==> src/logic/predictor_pkg.sv <==
`default_nettype none

package predictor_pkg;

    // Address type used by both predictor and fetch records
    localparam int unsigned ADDR_WIDTH = 32;

    // Global history length, also the counter table index width
    localparam int unsigned HISTORY_WIDTH = 3;

    typedef logic [ADDR_WIDTH-1:0] addr_t;

    typedef logic [HISTORY_WIDTH-1:0] history_t;

    // 2-bit saturating counter, upper bit is the predicted direction
    typedef enum logic [1:0] {
        STRONG_NOT_TAKEN = 2'b00,
        WEAK_NOT_TAKEN   = 2'b01,
        WEAK_TAKEN       = 2'b10,
        STRONG_TAKEN     = 2'b11
    } counter_e;

    // What fetch predicted for one PC
    typedef struct packed {
        logic     btb_hit;
        logic     taken;
        history_t history;
        addr_t    target;
    } prediction_t;

    // Branch outcome coming back from execute, with its fetch-time record
    typedef struct packed {
        logic        valid;
        addr_t       pc;
        logic        taken;
        addr_t       target;
        prediction_t prediction;
    } resolve_t;

endpackage

`default_nettype wire
==> src/logic/fetch_pkg.sv <==
`default_nettype none

package fetch_pkg;

    // Instruction address width, same as the predictor's address
    localparam int unsigned PC_WIDTH = predictor_pkg::ADDR_WIDTH;

    typedef predictor_pkg::addr_t pc_t;

    // Next-PC multiplexer select
    typedef enum logic [1:0] {
        SEL_SEQ           = 2'd0,
        SEL_PREDICTED     = 2'd1,
        SEL_REPAIR_SEQ    = 2'd2,
        SEL_REPAIR_TARGET = 2'd3
    } next_pc_sel_e;

    // Fetched PC and the prediction made for it
    typedef struct packed {
        pc_t                        pc;
        predictor_pkg::prediction_t prediction;
    } fetch_t;

endpackage

`default_nettype wire

==> src/logic/gshare_fetch_top.sv <==
`timescale 1ns/10ps
`default_nettype none

module gshare_fetch_top #(
    parameter int unsigned BTB_INDEX_WIDTH = 4
) (
    input  logic                    clk_i,
    input  logic                    rst_ni,
    input  logic                    hold_i,
    input  predictor_pkg::resolve_t resolve_i,
    output fetch_pkg::fetch_t       fetch_o,
    output logic                    flush_o
);

    import fetch_pkg::*;
    import predictor_pkg::*;

    pc_t          pc;
    pc_t          repair_pc;
    prediction_t  prediction;
    next_pc_sel_e sel;

    fetch_pc fetch_pc_inst (
        .clk_i              (clk_i),
        .rst_ni             (rst_ni),
        .hold_i             (hold_i),
        .sel_i              (sel),
        .predicted_target_i (prediction.target),
        .repair_pc_i        (repair_pc),
        .pc_o               (pc)
    );

    gshare_predictor #(
        .BTB_INDEX_WIDTH (BTB_INDEX_WIDTH)
    ) gshare_predictor_inst (
        .clk_i        (clk_i),
        .rst_ni       (rst_ni),
        .pc_i         (pc),
        .resolve_i    (resolve_i),
        .prediction_o (prediction),
        .sel_o        (sel),
        .repair_pc_o  (repair_pc),
        .flush_o      (flush_o)
    );

    // Record travels down the pipe with the fetched instruction
    assign fetch_o.pc         = pc;
    assign fetch_o.prediction = prediction;

endmodule

`default_nettype wire

==> src/logic/gshare_predictor.sv <==
`timescale 1ns/10ps
`default_nettype none

module gshare_predictor #(
    parameter int unsigned BTB_INDEX_WIDTH = 4
) (
    input  logic                       clk_i,
    input  logic                       rst_ni,
    input  fetch_pkg::pc_t             pc_i,
    input  predictor_pkg::resolve_t    resolve_i,
    output predictor_pkg::prediction_t prediction_o,
    output fetch_pkg::next_pc_sel_e    sel_o,
    output fetch_pkg::pc_t             repair_pc_o,
    output logic                       flush_o
);

    import fetch_pkg::*;
    import predictor_pkg::*;

    history_t history_q;
    history_t rd_index;
    history_t wr_index;
    logic     counter_taken;
    logic     btb_hit;
    pc_t      btb_target;
    logic     target_wrong;
    logic     mispredict;

    // gshare index for fetch uses live history, for update the fetched snapshot
    assign rd_index = pc_i[HISTORY_WIDTH+1:2] ^ history_q;
    assign wr_index = resolve_i.pc[HISTORY_WIDTH+1:2] ^ resolve_i.prediction.history;

    pattern_table pattern_table_inst (
        .clk_i      (clk_i),
        .rst_ni     (rst_ni),
        .rd_index_i (rd_index),
        .taken_o    (counter_taken),
        .wr_en_i    (resolve_i.valid),
        .wr_index_i (wr_index),
        .outcome_i  (resolve_i.taken)
    );

    // Only taken branches allocate a target
    target_buffer #(
        .BTB_INDEX_WIDTH (BTB_INDEX_WIDTH)
    ) target_buffer_inst (
        .clk_i       (clk_i),
        .rst_ni      (rst_ni),
        .rd_pc_i     (pc_i),
        .hit_o       (btb_hit),
        .target_o    (btb_target),
        .wr_en_i     (resolve_i.valid && resolve_i.taken),
        .wr_pc_i     (resolve_i.pc),
        .wr_target_i (resolve_i.target)
    );

    // Taken needs a known target, so the BTB hit gates the counter
    assign prediction_o.btb_hit = btb_hit;
    assign prediction_o.taken   = btb_hit && counter_taken;
    assign prediction_o.history = history_q;
    assign prediction_o.target  = btb_target;

    assign target_wrong = resolve_i.taken && resolve_i.prediction.taken
                          && (resolve_i.target != resolve_i.prediction.target);

    assign mispredict = resolve_i.valid
                        && ((resolve_i.taken != resolve_i.prediction.taken) || target_wrong);

    always_comb begin
        if (mispredict) begin
            sel_o = resolve_i.taken ? SEL_REPAIR_TARGET : SEL_REPAIR_SEQ;
        end else if (prediction_o.taken) begin
            sel_o = SEL_PREDICTED;
        end else begin
            sel_o = SEL_SEQ;
        end
    end

    // fetch_pc adds 4 itself on the not-taken repair
    assign repair_pc_o = resolve_i.taken ? resolve_i.target : resolve_i.pc;
    assign flush_o     = mispredict;

    // Newest outcome enters at bit 0, updated at resolution only
    always_ff @(posedge clk_i or negedge rst_ni) begin
        if (!rst_ni) begin
            history_q <= '0;
        end else if (resolve_i.valid) begin
            history_q <= {history_q[HISTORY_WIDTH-2:0], resolve_i.taken};
        end
    end

endmodule

`default_nettype wire

==> src/logic/target_buffer.sv <==
`timescale 1ns/10ps
`default_nettype none

module target_buffer #(
    parameter int unsigned BTB_INDEX_WIDTH = 4
) (
    input  logic           clk_i,
    input  logic           rst_ni,
    input  fetch_pkg::pc_t rd_pc_i,
    output logic           hit_o,
    output fetch_pkg::pc_t target_o,
    input  logic           wr_en_i,
    input  fetch_pkg::pc_t wr_pc_i,
    input  fetch_pkg::pc_t wr_target_i
);

    import fetch_pkg::*;

    localparam int unsigned ENTRIES   = 2 ** BTB_INDEX_WIDTH;
    localparam int unsigned TAG_WIDTH = PC_WIDTH - BTB_INDEX_WIDTH - 2;

    typedef logic [BTB_INDEX_WIDTH-1:0] index_t;
    typedef logic [TAG_WIDTH-1:0]       tag_t;

    typedef struct packed {
        tag_t tag;
        pc_t  target;
    } entry_t;

    logic [ENTRIES-1:0] valid_q;
    entry_t             entries_q [ENTRIES];

    index_t rd_index;
    index_t wr_index;
    tag_t   rd_tag;
    entry_t rd_entry;
    entry_t wr_entry;

    // Word-aligned PC, index right above the byte offset
    assign rd_index = rd_pc_i[BTB_INDEX_WIDTH+1:2];
    assign rd_tag   = rd_pc_i[PC_WIDTH-1:BTB_INDEX_WIDTH+2];
    assign wr_index = wr_pc_i[BTB_INDEX_WIDTH+1:2];

    assign wr_entry.tag    = wr_pc_i[PC_WIDTH-1:BTB_INDEX_WIDTH+2];
    assign wr_entry.target = wr_target_i;

    assign rd_entry = entries_q[rd_index];
    assign hit_o    = valid_q[rd_index] && (rd_entry.tag == rd_tag);
    assign target_o = rd_entry.target;

    always_ff @(posedge clk_i or negedge rst_ni) begin
        if (!rst_ni) begin
            valid_q <= '0;
        end else if (wr_en_i) begin
            valid_q[wr_index] <= 1'b1;
        end
    end

    always_ff @(posedge clk_i) begin
        if (wr_en_i) begin
            entries_q[wr_index] <= wr_entry;
        end
    end

endmodule

`default_nettype wire

==> src/logic/pattern_table.sv <==
`timescale 1ns/10ps
`default_nettype none

module pattern_table (
    input  logic                    clk_i,
    input  logic                    rst_ni,
    input  predictor_pkg::history_t rd_index_i,
    output logic                    taken_o,
    input  logic                    wr_en_i,
    input  predictor_pkg::history_t wr_index_i,
    input  logic                    outcome_i
);

    import predictor_pkg::*;

    localparam int unsigned ENTRIES = 2 ** HISTORY_WIDTH;

    counter_e counters_q [ENTRIES];
    counter_e rd_count;
    counter_e wr_count;
    counter_e wr_count_next;

    assign rd_count = counters_q[rd_index_i];
    assign taken_o  = rd_count[1];

    assign wr_count = counters_q[wr_index_i];

    // One step toward the outcome, saturating at both ends
    always_comb begin
        wr_count_next = wr_count;
        case (wr_count)
            STRONG_NOT_TAKEN: begin
                if (outcome_i) begin
                    wr_count_next = WEAK_NOT_TAKEN;
                end
            end
            WEAK_NOT_TAKEN:   wr_count_next = outcome_i ? WEAK_TAKEN : STRONG_NOT_TAKEN;
            WEAK_TAKEN:       wr_count_next = outcome_i ? STRONG_TAKEN : WEAK_NOT_TAKEN;
            STRONG_TAKEN: begin
                if (!outcome_i) begin
                    wr_count_next = WEAK_TAKEN;
                end
            end
            default:          wr_count_next = WEAK_NOT_TAKEN;
        endcase
    end

    always_ff @(posedge clk_i or negedge rst_ni) begin
        if (!rst_ni) begin
            for (int i = 0; i < ENTRIES; i++) begin
                counters_q[i] <= WEAK_NOT_TAKEN;
            end
        end else if (wr_en_i) begin
            counters_q[wr_index_i] <= wr_count_next;
        end
    end

endmodule

`default_nettype wire

==> src/logic/fetch_pc.sv <==
`timescale 1ns/10ps
`default_nettype none

module fetch_pc (
    input  logic                    clk_i,
    input  logic                    rst_ni,
    input  logic                    hold_i,
    input  fetch_pkg::next_pc_sel_e sel_i,
    input  fetch_pkg::pc_t          predicted_target_i,
    input  fetch_pkg::pc_t          repair_pc_i,
    output fetch_pkg::pc_t          pc_o
);

    import fetch_pkg::*;

    pc_t  pc_q;
    pc_t  pc_next;
    pc_t  pc_plus4;
    pc_t  repair_plus4;
    logic repair;

    assign pc_plus4     = pc_q + PC_WIDTH'(4);
    // Resolved PC plus 4, only meaningful for SEL_REPAIR_SEQ
    assign repair_plus4 = repair_pc_i + PC_WIDTH'(4);

    assign repair = (sel_i == SEL_REPAIR_SEQ) || (sel_i == SEL_REPAIR_TARGET);

    always_comb begin
        case (sel_i)
            SEL_PREDICTED:     pc_next = predicted_target_i;
            SEL_REPAIR_SEQ:    pc_next = repair_plus4;
            SEL_REPAIR_TARGET: pc_next = repair_pc_i;
            default:           pc_next = pc_plus4;
        endcase
    end

    // Repair always loads, hold only freezes normal flow
    always_ff @(posedge clk_i or negedge rst_ni) begin
        if (!rst_ni) begin
            pc_q <= '0;
        end else if (repair || !hold_i) begin
            pc_q <= pc_next;
        end
    end

    assign pc_o = pc_q;

endmodule

`default_nettype wire

==> config.mk <==
export PLATFORM = sky130hd
export DESIGN_NAME = gshare_fetch_top
export DESIGN_NICKNAME = d
export VERILOG_FILES = /design/src/logic/predictor_pkg.sv /design/src/logic/fetch_pkg.sv /design/src/logic/gshare_fetch_top.sv /design/src/logic/gshare_predictor.sv /design/src/logic/target_buffer.sv /design/src/logic/pattern_table.sv /design/src/logic/fetch_pc.sv
export SDC_FILE = /design/constraint.sdc
export NUM_CORES = 1
export LEC_CHECK = 0
export ABC_AREA = 1
export ABC_CLOCK_PERIOD_IN_PS = 3300
export BUFFER_PORTS_ARGS = -buffer_cell sky130_fd_sc_hd__clkbuf_2
export CORE_ASPECT_RATIO = 1.75
export CORE_UTILIZATION = 45
export DETAILED_ROUTE_END_ITERATION = 16
export HOLD_SLACK_MARGIN = 0.06
export SYNTH_ARGS = -nofsm -noshare
export SYNTH_HDL_FRONTEND = slang
export SYNTH_SLANG_ARGS = --single-unit
==> constraint.sdc <==
create_clock -name clk_i -period 3.3 [get_ports clk_i]
set_input_delay 0.33 -clock clk_i [delete_from_list [all_inputs] [get_ports clk_i]]
set_output_delay 0.33 -clock clk_i [all_outputs]
set_load 0.01 [all_outputs]
* Word level (Yosys, flattened, before mapping)
Memories as Yosys holds them, arrays and structs flattened.
Cells that the tools add are included.
** Word-level totals
- Register bits :: 67
- Bits in writable memories :: 928
- Input port bits :: 106
- Word-level logic and storage cells :: 72
- Memories kept :: 1
** Memory list
- gshare_predictor_inst.target_buffer_inst.entries_q :: depth 16, width 58, read ports 1, clocked after memory_dff 0, wr ports 1, line target_buffer.sv:31 : entry_t entries_q [ENTRIES];
** Cells by class
- Add/subtract/negate cells :: 2
- Order comparisons :: 6
- Equality and inequality tests :: 9
- Mux-type cells :: 25
- Bitwise logic cells :: 5
- Reduce and logical (&&, ||, !) cells :: 13
** Operator list (number)
- $pmux W32 S3 :: 1
- $add A32 B3 Y32 const B :: 2
- $mux W32 :: 1
- $ne A32 B32 Y1 :: 1
- $eq A26 B26 Y1 :: 1
- $mux W2 :: 10
- $bwmux W16 :: 1
- $or A16 B16 Y16 :: 1
- $bmux W2 S3 :: 2
- $lt A4 B5 Y1 const B :: 2
- $eq A2 B2 Y1 const B :: 4
- $ge A4 B4 Y1 const B :: 2
- $logic_and A1 B1 Y1 :: 8
- $not A3 Y4 :: 2
- $pmux W2 S4 :: 1
- $demux W2 S3 :: 1
- $mux W1 :: 6
- $xor A3 B3 Y3 :: 2
- $bmux W1 S4 :: 1
- $demux W1 S4 :: 1
- $eq A2 B1 Y1 const B :: 2
- $ge A4 B1 Y1 const B :: 1
- $lt A4 B1 Y1 const B :: 1
- $logic_or A1 B1 Y1 :: 3
- 3 further kinds :: 3

* Depth between registers and ports, before layout
- Depth after elaboration :: 11
- Gate-level depth with buffers :: 26

* Modules after synthesis
Synthesis repeated with hierarchy kept, for this count alone.
** Unflattened totals
- Cells, all modules :: 4012
- Area, all modules :: 43815.8 um^2
** By module, submodules not included
- target_buffer :: instances 1, cells each 3134, area an instance 38275.5 um^2, sequential area each 28267.1 um^2
- fetch_pc :: instances 1, cells each 549, area an instance 3353.2 um^2, sequential area each 800.8 um^2
- pattern_table :: instances 1, cells each 153, area an instance 1102.3 um^2, sequential area each 410.4 um^2
- gshare_predictor :: instances 1, cells each 176, area an instance 1084.8 um^2, sequential area each 75.1 um^2

* Least setup slack after synthesis
OpenSTA, ideal clock, no wires.
- Path type :: input to register
- Start :: input resolve_i[102] (netlist bit)
- End :: memory gshare_predictor_inst.target_buffer_inst.entries_q[10][0] (netlist bit), enable pin
- Arrival :: 3633 ps
- Data required time :: 2826 ps
- Slack :: -807 ps
- Stages :: 6
- Buffers on the path :: 2
- Cells stage by stage :: clkbuf_1 > clkbuf_1 > nand2_1 > inv_1 > nand3_1 > nor2_1
** On the way
- Word-level cells in the longest chain between the ends :: 3
** RTL lines
- start, declared :: line gshare_fetch_top.sv:10 : input predictor_pkg::resolve_t resolve_i,
- $logic_and A1 B1 Y1 :: line gshare_predictor.sv:52 : .wr_en_i (resolve_i.valid && resolve_i.taken),
- $mux W1 :: line target_buffer.sv:60 : if (wr_en_i) begin
- $mux W1 (not written as such) :: line target_buffer.sv:61 : entries_q[wr_index] <= wr_entry;
- end, declared :: line target_buffer.sv:31
Every way passes these cells.

==> metrics.yaml <==
grt_pass1_vias: 29500
path_class: "register to primary output"
worst_pin_slew_ps: 1090
cp_data_required_time_ps: 2970
fp.dieW_um: 233
final.setup_skew_ps: 25.9
synthArstFlopShare_pct: 6.73
hold_path.startpoint: "resolve_i[85]"
rsz0062_at_grt: "true"
failed_checks: "negative setup slack"
clk_latency_ps: 680
drv_cap: 0
gp_congestion: 0.951
pre_cts_ws_ps: -184
hold_violations: 0
cts_sinks: 995
grt_pass1_wl_um: 197000
ys_warn_count: 0
finalNetCount: 4081
p_leak_nw: 18.2
powerDensity_mw_per_mm2: 766
path_clk_slew_ps: 70
cts-root-buf: "clkbuf_16"
start_util_pct: 45.3
dpl.hpwl_um: 84600
r2r_start: "fetch_pc_inst.pc_o[2]"
cts_tree: "done"
core_mm2: 0.0928
drt_pass1_iterations: 6
fmax_mhz: 263
min_delay_path_depth: 1
cts_buffers: 87
seq_area_frac_synth_pct: 70.3
drt_iter0_markers: 3388
whs_ps: 100
syn_inst: 3579
finalSetupViolations: 43
via_per_inst: 5.91
overflow: 0
drcViolationCount: 0
rows: 148
grt_max_degree: 72
area_growth_pct: 21.4
layout-drive-gt1-share_pct: 19.7
wl_um: 142000
synth_edf_count: 928
setup_ws_ps: -501
clk_path_buf_depth: 3
slew_viol_final: 0
cp-startpoint: "fetch_pc_inst.pc_o[2]"
fillCellCount: 7697
ios: 176
cts_max_level: 3
vias: 31000
rr_worst_depth: 22
min_path_type: "primary input to register"
grt_usage_pct: 29.0
place_inst: 5007
port_buffers: 174
antenna_found_initial: 5
synth_fp_nets: 3687
synth-seq-cells: 995
critPathMaxFanout: 8
wire_per_inst_um: 27.2
synth_area_mm2: 0.0420
syn_avg_cell_area_um2: 11.7
r2r_slack_ps: -130
die_h_um: 406
synth_ff_type: "edfxtp_1"
ir_drop_mv: 0.450
cp-end-kind: "primary output"
period_share_pct: 115
arrival_ps: 3470
period_needed_ps: 3800
ys_types: 50
status: "complete, but fails checks"
die_area_mm2: 0.0947
crit_path_start_kind: "register"
final_antenna_net_count: 0
slew_headroom_pct: 27.1
final_cells: 5244
==> logic make-up after synthesis <==
family	share of synthesized area, %
compound gates	12.4
xor+xnor	0.792
simple gates	12.7
buf+inv	3.74
fa+ha+maj	0.0833
flops	70.3
==> worst max-delay path, stage by stage, from the launching register on <==
cell and delay [ps]:
dfrtp_4 560, clkinv_8 180, buf_12 170, buf_4 140
nor2_1 80, nor2_1 40, o21ai_0 100, nand3_1 110
o21ai_1 130, nand2_1 130, nand3_2 110, nand3_4 100
nor2_2 130, buf_6 130, nand3_2 90, nor2_4 190
buf_6 130, nand2_4 50, inv_4 90, buf_8 110
==> placed cells by master, fill, tap and decap left out, types with 14 or more instances in the layout <==
cell type	count
a21oi_1	42
buf_12	61
buf_16	17
buf_4	215
buf_6	29
clkbuf_1	22
clkbuf_16	112
clkbuf_2	168
clkinv_1	19
clkinv_2	15
dfrtp_1	55
edfxtp_1	928
inv_1	124
nand2_1	394
nand2_2	36
nand3_1	147
nand3_2	14
nand4_1	35
nor2_1	619
nor2_2	16
nor2_4	25
o211ai_1	123
o21ai_0	468
o21ai_1	59
o21ai_2	17
o221ai_1	90
o22ai_1	41
xnor2_1	33
==> repair_timing <==
item / 4_1_cts / 5_1_grt
setup buffers: 15 / 20
setup endpoints to repair: 61 / 54
hold buffers: 5 / 0
pin swaps: 19 / 61
hold endpoints to repair: 80 / 0
gates resized for setup: 86 / 152
cloned: 12 / 26
==> cell usage after synthesis (2+ instances only) <==
cell,n,share of area (%)
dfstp_2,8,0.50
o2111ai_1,2,0.042
a21oi_1,45,0.54
nand4_1,35,0.52
buf_2,58,0.69
nor2_2,2,0.030
nand3b_1,4,0.071
o221ai_1,92,1.9
edfxtp_1,928,66
o21ai_0,520,6.2
nand2_2,3,0.045
o21ai_2,9,0.19
inv_1,126,1.1
xor2_1,5,0.10
nor2_4,3,0.080
dfrtp_1,59,3.5
nor2_1,655,5.8
or2_2,11,0.16
nand3_2,2,0.048
a21oi_2,3,0.063
o21ai_1,15,0.18
xnor2_1,33,0.69
ha_1,2,0.060
buf_6,12,0.32
nor3_1,4,0.048
o21a_1,3,0.054
nand3_1,161,1.9
o21bai_1,3,0.054
buf_1,7,0.063
clkbuf_1,128,1.1
o211ai_1,123,2.2
o22ai_1,41,0.61
a22o_1,9,0.19
buf_4,20,0.36
nand2_1,432,3.9
clkinv_1,2,0.018
==> through the flow <==
| step | utilization [%] | cell area (µm²) | power (mW) | setup TNS, ps |
|---|---|---|---|---|
| finish | 55.0 | 51000 | 39.1 | -3330 |
| global route | 55.0 | 51000 | 40.5 | -8610 |
| CTS | 53.8 | 49900 | 37.8 | -1530 |
| detailed placement | 50.0 | 46300 | 27.2 | -3510 |
| global placement | 50.0 | 46300 | 27.1 | -2330 |
| floorplan | - | 42000 | 21.6 | -562840 |
==> registers in the layout, summed over array words and instances, names as in the netlist <==
name / cells
gshare_predictor_inst.target_buffer_inst.valid_q: 16
gshare_predictor_inst.target_buffer_inst.entries_q: 928
gshare_predictor_inst.pattern_table_inst.counters_q: 16
fetch_pc_inst.pc_o: 32
gshare_predictor_inst.history_q: 3
==> where the power goes <==
group	switching (mW)	internal, mW	total, mW
combinational	9.23	5.26	14.5
clock	4.59	5.41	10.0
sequential	0.401	14.2	14.6
==> area by class of cell <==
class / count / area [µm²] / share of cell area (%)
Clock inverter: 46 / 373 / 0.731
Antenna cell: 2 / 5.00 / 0.00981
Timing Repair Buffer: 530 / 5350 / 10.5
Multi-Input combinational cell: 2229 / 11400 / 22.3
Clock buffer: 112 / 2330 / 4.58
Inverter: 130 / 512 / 1.00
Tap cell: 1200 / 1500 / 2.94
Sequential cell: 995 / 29600 / 58.0
==> worst paths after layout <==
path	to
setup / recovery	fetch_o[35]
hold / removal	register
setup reg to reg	fetch_pc_inst.pc_o[7]
hold reg to reg	register
max in group asynchronous	fetch_pc_inst.pc_o[4]
min in group asynchronous	fetch_pc_inst.pc_o[27]
==> per-layer routing <==
layer / track usage [%] / up-vias / share of wire, %
li1: - / 13800 / -
met1: 34.9 / 15400 / 36
met2: 50.5 / 1466 / 51
met3: 4.52 / 336 / 7.3
met4: 13.9 / 2 / 5.2
met5: 0 / - / 0.0091
(Power assumes the default switching activity.)
